--- config.mk ---
export PLATFORM = sky130hd
export DESIGN_NAME = dcache_lru_flat
export DESIGN_NICKNAME = d
export VERILOG_FILES = /design/src/cache_geom_pkg.sv /design/src/lru_if.sv /design/src/dcache_lru.sv /design/src/flat_wrapper.sv
export SDC_FILE = /design/constraint.sdc
export NUM_CORES = 1
export LEC_CHECK = 0
export ABC_AREA = 1
export BUFFER_PORTS_ARGS = -buffer_cell sky130_fd_sc_hd__buf_4
export CAP_MARGIN = 0
export CORE_MARGIN = 2
export CORE_UTILIZATION = 35
export DETAILED_ROUTE_END_ITERATION = 10
export HOLD_SLACK_MARGIN = 0.12
export PLACE_DENSITY = 0.55
export SLEW_MARGIN = 10
export SYNTH_ARGS = -nofsm -noshare
export SYNTH_HDL_FRONTEND = slang
export SYNTH_SLANG_ARGS = --single-unit
--- constraint.sdc ---
create_clock -name clk -period 1.5 [get_ports clk]
set_input_delay 0.15 -clock clk [delete_from_list [all_inputs] [get_ports clk]]
set_output_delay 0.15 -clock clk [all_outputs]
set_load 0.03 [all_outputs]
--- src/cache_geom_pkg.sv ---
package cache_geom_pkg;

    localparam int ADDR_BITS   = 32;
    localparam int DATA_BITS   = 64;
    localparam int WORD_BYTES  = 8;  // bytes per data word
    localparam int LINE_WORDS  = 8;  // words per line
    localparam int BYTE_BITS   = 3;  // byte within a word
    localparam int OFFSET_BITS = 3;  // word within a line
    localparam int LINE_BITS   = OFFSET_BITS + BYTE_BITS;

    // fixed, the tree encoding below assumes four ways
    localparam int WAYS = 4;

    typedef logic [ADDR_BITS-1:0]   addr_t;
    typedef logic [DATA_BITS-1:0]   data_t;
    typedef logic [OFFSET_BITS-1:0] offset_t;
    typedef logic [BYTE_BITS-1:0]   byte_off_t;
    typedef logic [1:0]             way_t;

    // tree bits of one set
    // bit 0 picks the half, bit 1 picks in ways 0/1, bit 2 picks in ways 2/3
    typedef logic [2:0] lru_t;

    // index and tag widths follow the set count, so the modules derive them
    // as ADDR_BITS - $clog2(SETS) - LINE_BITS for the tag

endpackage
--- src/lru_if.sv ---
`timescale 1ns/10ps

interface lru_if import cache_geom_pkg::*; #(
    parameter int SETS = 16
) ();

    localparam int INDEX_BITS = $clog2(SETS);

    logic [INDEX_BITS-1:0] index;            // set under lookup
    logic                  touch;            // hit in this cycle
    way_t                  touch_way;
    logic [WAYS-1:0]       fill_valid_mask;  // valid bits of the indexed set
    way_t                  victim;           // way to replace on a miss

    modport ctrl_mp (
        output index, touch, touch_way, fill_valid_mask,
        input  victim
    );

    modport lru_mp (
        input  index, touch, touch_way, fill_valid_mask,
        output victim
    );

endinterface

--- src/dcache_lru.sv ---
`timescale 1ns/10ps

module dcache_lru import cache_geom_pkg::*; #(
    parameter int SETS = 16
) (
    input logic    clk,
    input logic    reset,
    lru_if.lru_mp  lru
);

    lru_t [SETS-1:0] tree_q;
    lru_t            cur_tree;
    way_t            tree_way;

    // point every node on the path away from the way just used
    function automatic lru_t point_away(lru_t t, way_t w);
        lru_t n;
        n = t;
        n[0] = ~w[1];
        if (w[1])
            n[2] = ~w[0];
        else
            n[1] = ~w[0];
        return n;
    endfunction

    assign cur_tree = tree_q[lru.index];
    assign tree_way = cur_tree[0] ? {1'b1, cur_tree[2]} : {1'b0, cur_tree[1]};

    always_comb begin
        lru.victim = tree_way;
        for (int w = WAYS - 1; w >= 0; w--) begin
            if (!lru.fill_valid_mask[w])
                lru.victim = way_t'(w);  // lowest empty way wins
        end
    end

    always_ff @(posedge clk) begin
        if (reset) begin
            tree_q <= '0;
        end else if (lru.touch) begin
            tree_q[lru.index] <= point_away(cur_tree, lru.touch_way);
        end
    end

    // a hit way must be one the controller reports as valid
    a_touch_valid_way: assert property (@(posedge clk) disable iff (reset)
        lru.touch |-> lru.fill_valid_mask[lru.touch_way]);

    // a full set never names the way it just used
    a_victim_not_recent: assert property (@(posedge clk) disable iff (reset)
        lru.touch |=> lru.index != $past(lru.index) || !(&lru.fill_valid_mask)
            || lru.victim != $past(lru.touch_way));

endmodule

--- src/flat_wrapper.sv ---
// flat-port wrapper written by rule: the top's interface ports become plain ports
module dcache_lru_flat import cache_geom_pkg::*;
#(
    parameter int SETS = 16
)
  (clk, reset, lru_index, lru_touch, lru_touch_way, lru_fill_valid_mask, lru_victim);
  lru_if #(.SETS(SETS)) lru_i ();
  input logic clk;
  input logic reset;
  input wire logic [$bits(lru_i.index)-1:0] lru_index;
  input wire logic [$bits(lru_i.touch)-1:0] lru_touch;
  input wire logic [$bits(lru_i.touch_way)-1:0] lru_touch_way;
  input wire logic [$bits(lru_i.fill_valid_mask)-1:0] lru_fill_valid_mask;
  output wire logic [$bits(lru_i.victim)-1:0] lru_victim;
  assign lru_i.index = lru_index;
  assign lru_i.touch = lru_touch;
  assign lru_i.touch_way = lru_touch_way;
  assign lru_i.fill_valid_mask = lru_fill_valid_mask;
  assign lru_victim = lru_i.victim;
  dcache_lru #(.SETS(SETS)) u_core (.clk(clk), .reset(reset), .lru(lru_i));
endmodule
==> reports/summary.txt <==
run status - complete, but fails checks
failing checks - negative setup slack
TritonCTS clock tree - done
Critical Path RT - 1.35 ns
dpl hpwl - 3990 µm
flip-flop and latch area - 976 µm²
post-synthesis cell area - 2340 µm²
Final min period - 1.78 ns
max reg flops - 48
setup ws final - -0.282 ns
DRT iter0 DRCs - 114
Top reg by flops - u_core.tree_q
Root Driver - clkbuf_8
final non-filler cell total - 447
Distinct cells, synth - 20
Core ar. - 6420 µm²
Fill cells - 667
MaxCap Viol Count - 0
crit end category - output port
DRT antenna net count - 0
Post-Route Setup TNS - -1.06 ns
cell count after synthesis - 342
Worst path slowest cell - dfxtp_2
slowest stage delay, CP - 0.34 ns
first-pass GRT wire length - 9670 µm
wire per inst - 13.5 µm
FP Rows - 29
GR Util All Layers - 16.8%
die height - 85.9 µm
power density over the cells - 917 nW/µm²
period utilisation layout - 119%
vias in the first global route - 1980
Synthesized Nets - 355
H-tree depth - 2
Total Power - 0.00272 W
DR vias/cell - 4.85
sequential fraction of the synthesis area - 41.0%
critical-path maximum fanout - 2
final setup fails - 16
FF-to-FF Start - u_core.tree_q[44]
placed cell count - 436
WP data arrival - 1.63 ns
Crit path top cell by count - nand2_1
final-report max-slew violation count - 0
starting density of the core - 36.5%
worst-margin pin slew - 0.429 ns
f_max - 0.561 GHz
clk sinks - 48
min-delay src - lru_touch_way[1]
die width - 85.9 µm
Peak supply drop - 0.425 mV
synth warn - 0
Buffers on Ports - 14
crit path cell chain - inv_2 > o21ai_2 > nand2_1 > nand2_1 > nand2_1 > nand2_2 > inv_1 > nand2_1 > nand2_1 > nand3_2 > nand2_2 > a21oi_4 > buf_6
initial antenna violation count - 0
share of layout cells above drive strength 1 - 30.3%
DRC viols - 0
grt total ovfl - 0
worst hold path class - in2reg
Layout Area Growth over Synthesis - 26.4%
Detailed Route WL - 6050 µm
vias post-DR - 2170
clock skew - 0.00217 ns
nets - 382
dpl ws - -0.190 ns
registers with the most flip-flops - u_core.tree_q x48
Fin. Hold Viols - 0
area taken by multi-input logic gates - 1330 µm²
syn avg cell area - 6.86 µm²
diode count - 0
leakage power - 1.30 nW
total CTS buffers - 5
relative slew slack - 71.3%
final core area utilization - 46.1%
GP Congestion - 0.810
WS Path Type - reg2out
Critical Path Source Type - flop
RSZ-0062 raised after global routing - true
Die ar. - 7370 µm²
#FFs+latches synth - 48
Reg clk slew, reported paths - 0.09 ns
Clock Latency Late Sink - 0.31 ns
CP Launch Point - u_core.tree_q[36]
drt pass-1 iters - 6
largest net degree at the start of global routing - 49
number of I/O pins - 15
Longest Clk Path Bufs - 2
-- final cells by class --
type / instances / share of cell area [%]
Multi-Input combinational cell: 260 / 44.7
Sequential cell: 48 / 32.9
Timing Repair Buffer: 36 / 12.5
Clock buffer: 7 / 3.25
Tap cell: 77 / 3.25
Inverter: 18 / 2.36
Clock inverter: 1 / 1.01
-- timing repair --
action / CTS / global route
endpoints found under the setup margin: 2 / 29
hold buffers: 0 / 0
resized for setup: 8 / 41
cloned: 0 / 1
pin swaps: 2 / 11
buffers inserted: 0 / 3
-- power breakdown --
part,leakage [nW],internal [W],switching (W)
sequential,0.394,0.00130,0.0000142
clock,0.0645,0.000589,0.000464
combinational,0.844,0.000138,0.000209
-- critical path: cells and delay by family, from the launching register on --
family,cells,cell delay (ns)
AO/OA/AOI/OAI,2,0.26
flip-flops,1,0.34
buffers and inverters,3,0.21
AND/OR/NAND/NOR,8,0.50
-- layout by cell type (no fill, tap or decap), drive strengths merged --
cell type  Yosys  layout
a21oi         49      49
inv           18      18
a31oi          1       1
dfxtp         48      48
buf           10      35
nand3          4       4
nor2          19      19
and3           1       1
o21ai         51      51
clkbuf         6       8
nand2        135     135
bufinv         0       1
-- final timing paths --
check,to,slack [ns],depth (start not counted)
max,lru_victim[0],-0.28,13
min,u_core.tree_q[39],0.21,2
max reg2reg,u_core.tree_q[20],-0.05,13
min reg2reg,u_core.tree_q[39],0.54,2
-- cells in the mapped netlist --
cell	number	area share (%)
nand2_1	128	20
dfxtp_1	48	41
o21ai_0	48	10
a21oi_1	39	8.3
inv_1	16	2.6
nor2_1	15	2.4
a21oi_2	10	3.7
buf_6	7	3.4
nand2_2	7	1.9
clkbuf_1	6	0.96
nand3_1	4	0.85
nor2_2	4	1.1
buf_2	2	0.43
o21ai_4	2	1.4
a31oi_1	1	0.27
and3_1	1	0.27
buf_1	1	0.16
inv_2	1	0.16
inv_4	1	0.27
o21ai_1	1	0.21
-- logic make-up after synthesis --
family | after synthesis | synth area share (%)
compound gates | 101 | 24.2
buf+inv | 34 | 7.90
flops | 48 | 41.0
simple gates | 159 | 26.9
-- through the flow --
stage / hold slack (ns) / cell area, µm²
after floorplan: 0.372 / 2360
after global placement: 0.520 / 2650
after detailed placement: 0.529 / 2650
after CTS: 0.207 / 2800
after global routing: 0.219 / 2960
final: 0.208 / 2960
-- layer usage --
metal / share of wire [%] / global-route usage, % / up-vias
li1: - / - / 1159
met1: 51 / 24.3 / 977
met2: 44 / 24.5 / 27
met3: 3.1 / 3.46 / 7
met4: 1.4 / 6.49 / 0
met5: 0 / 0 / -
(Power assumes the default switching activity.)
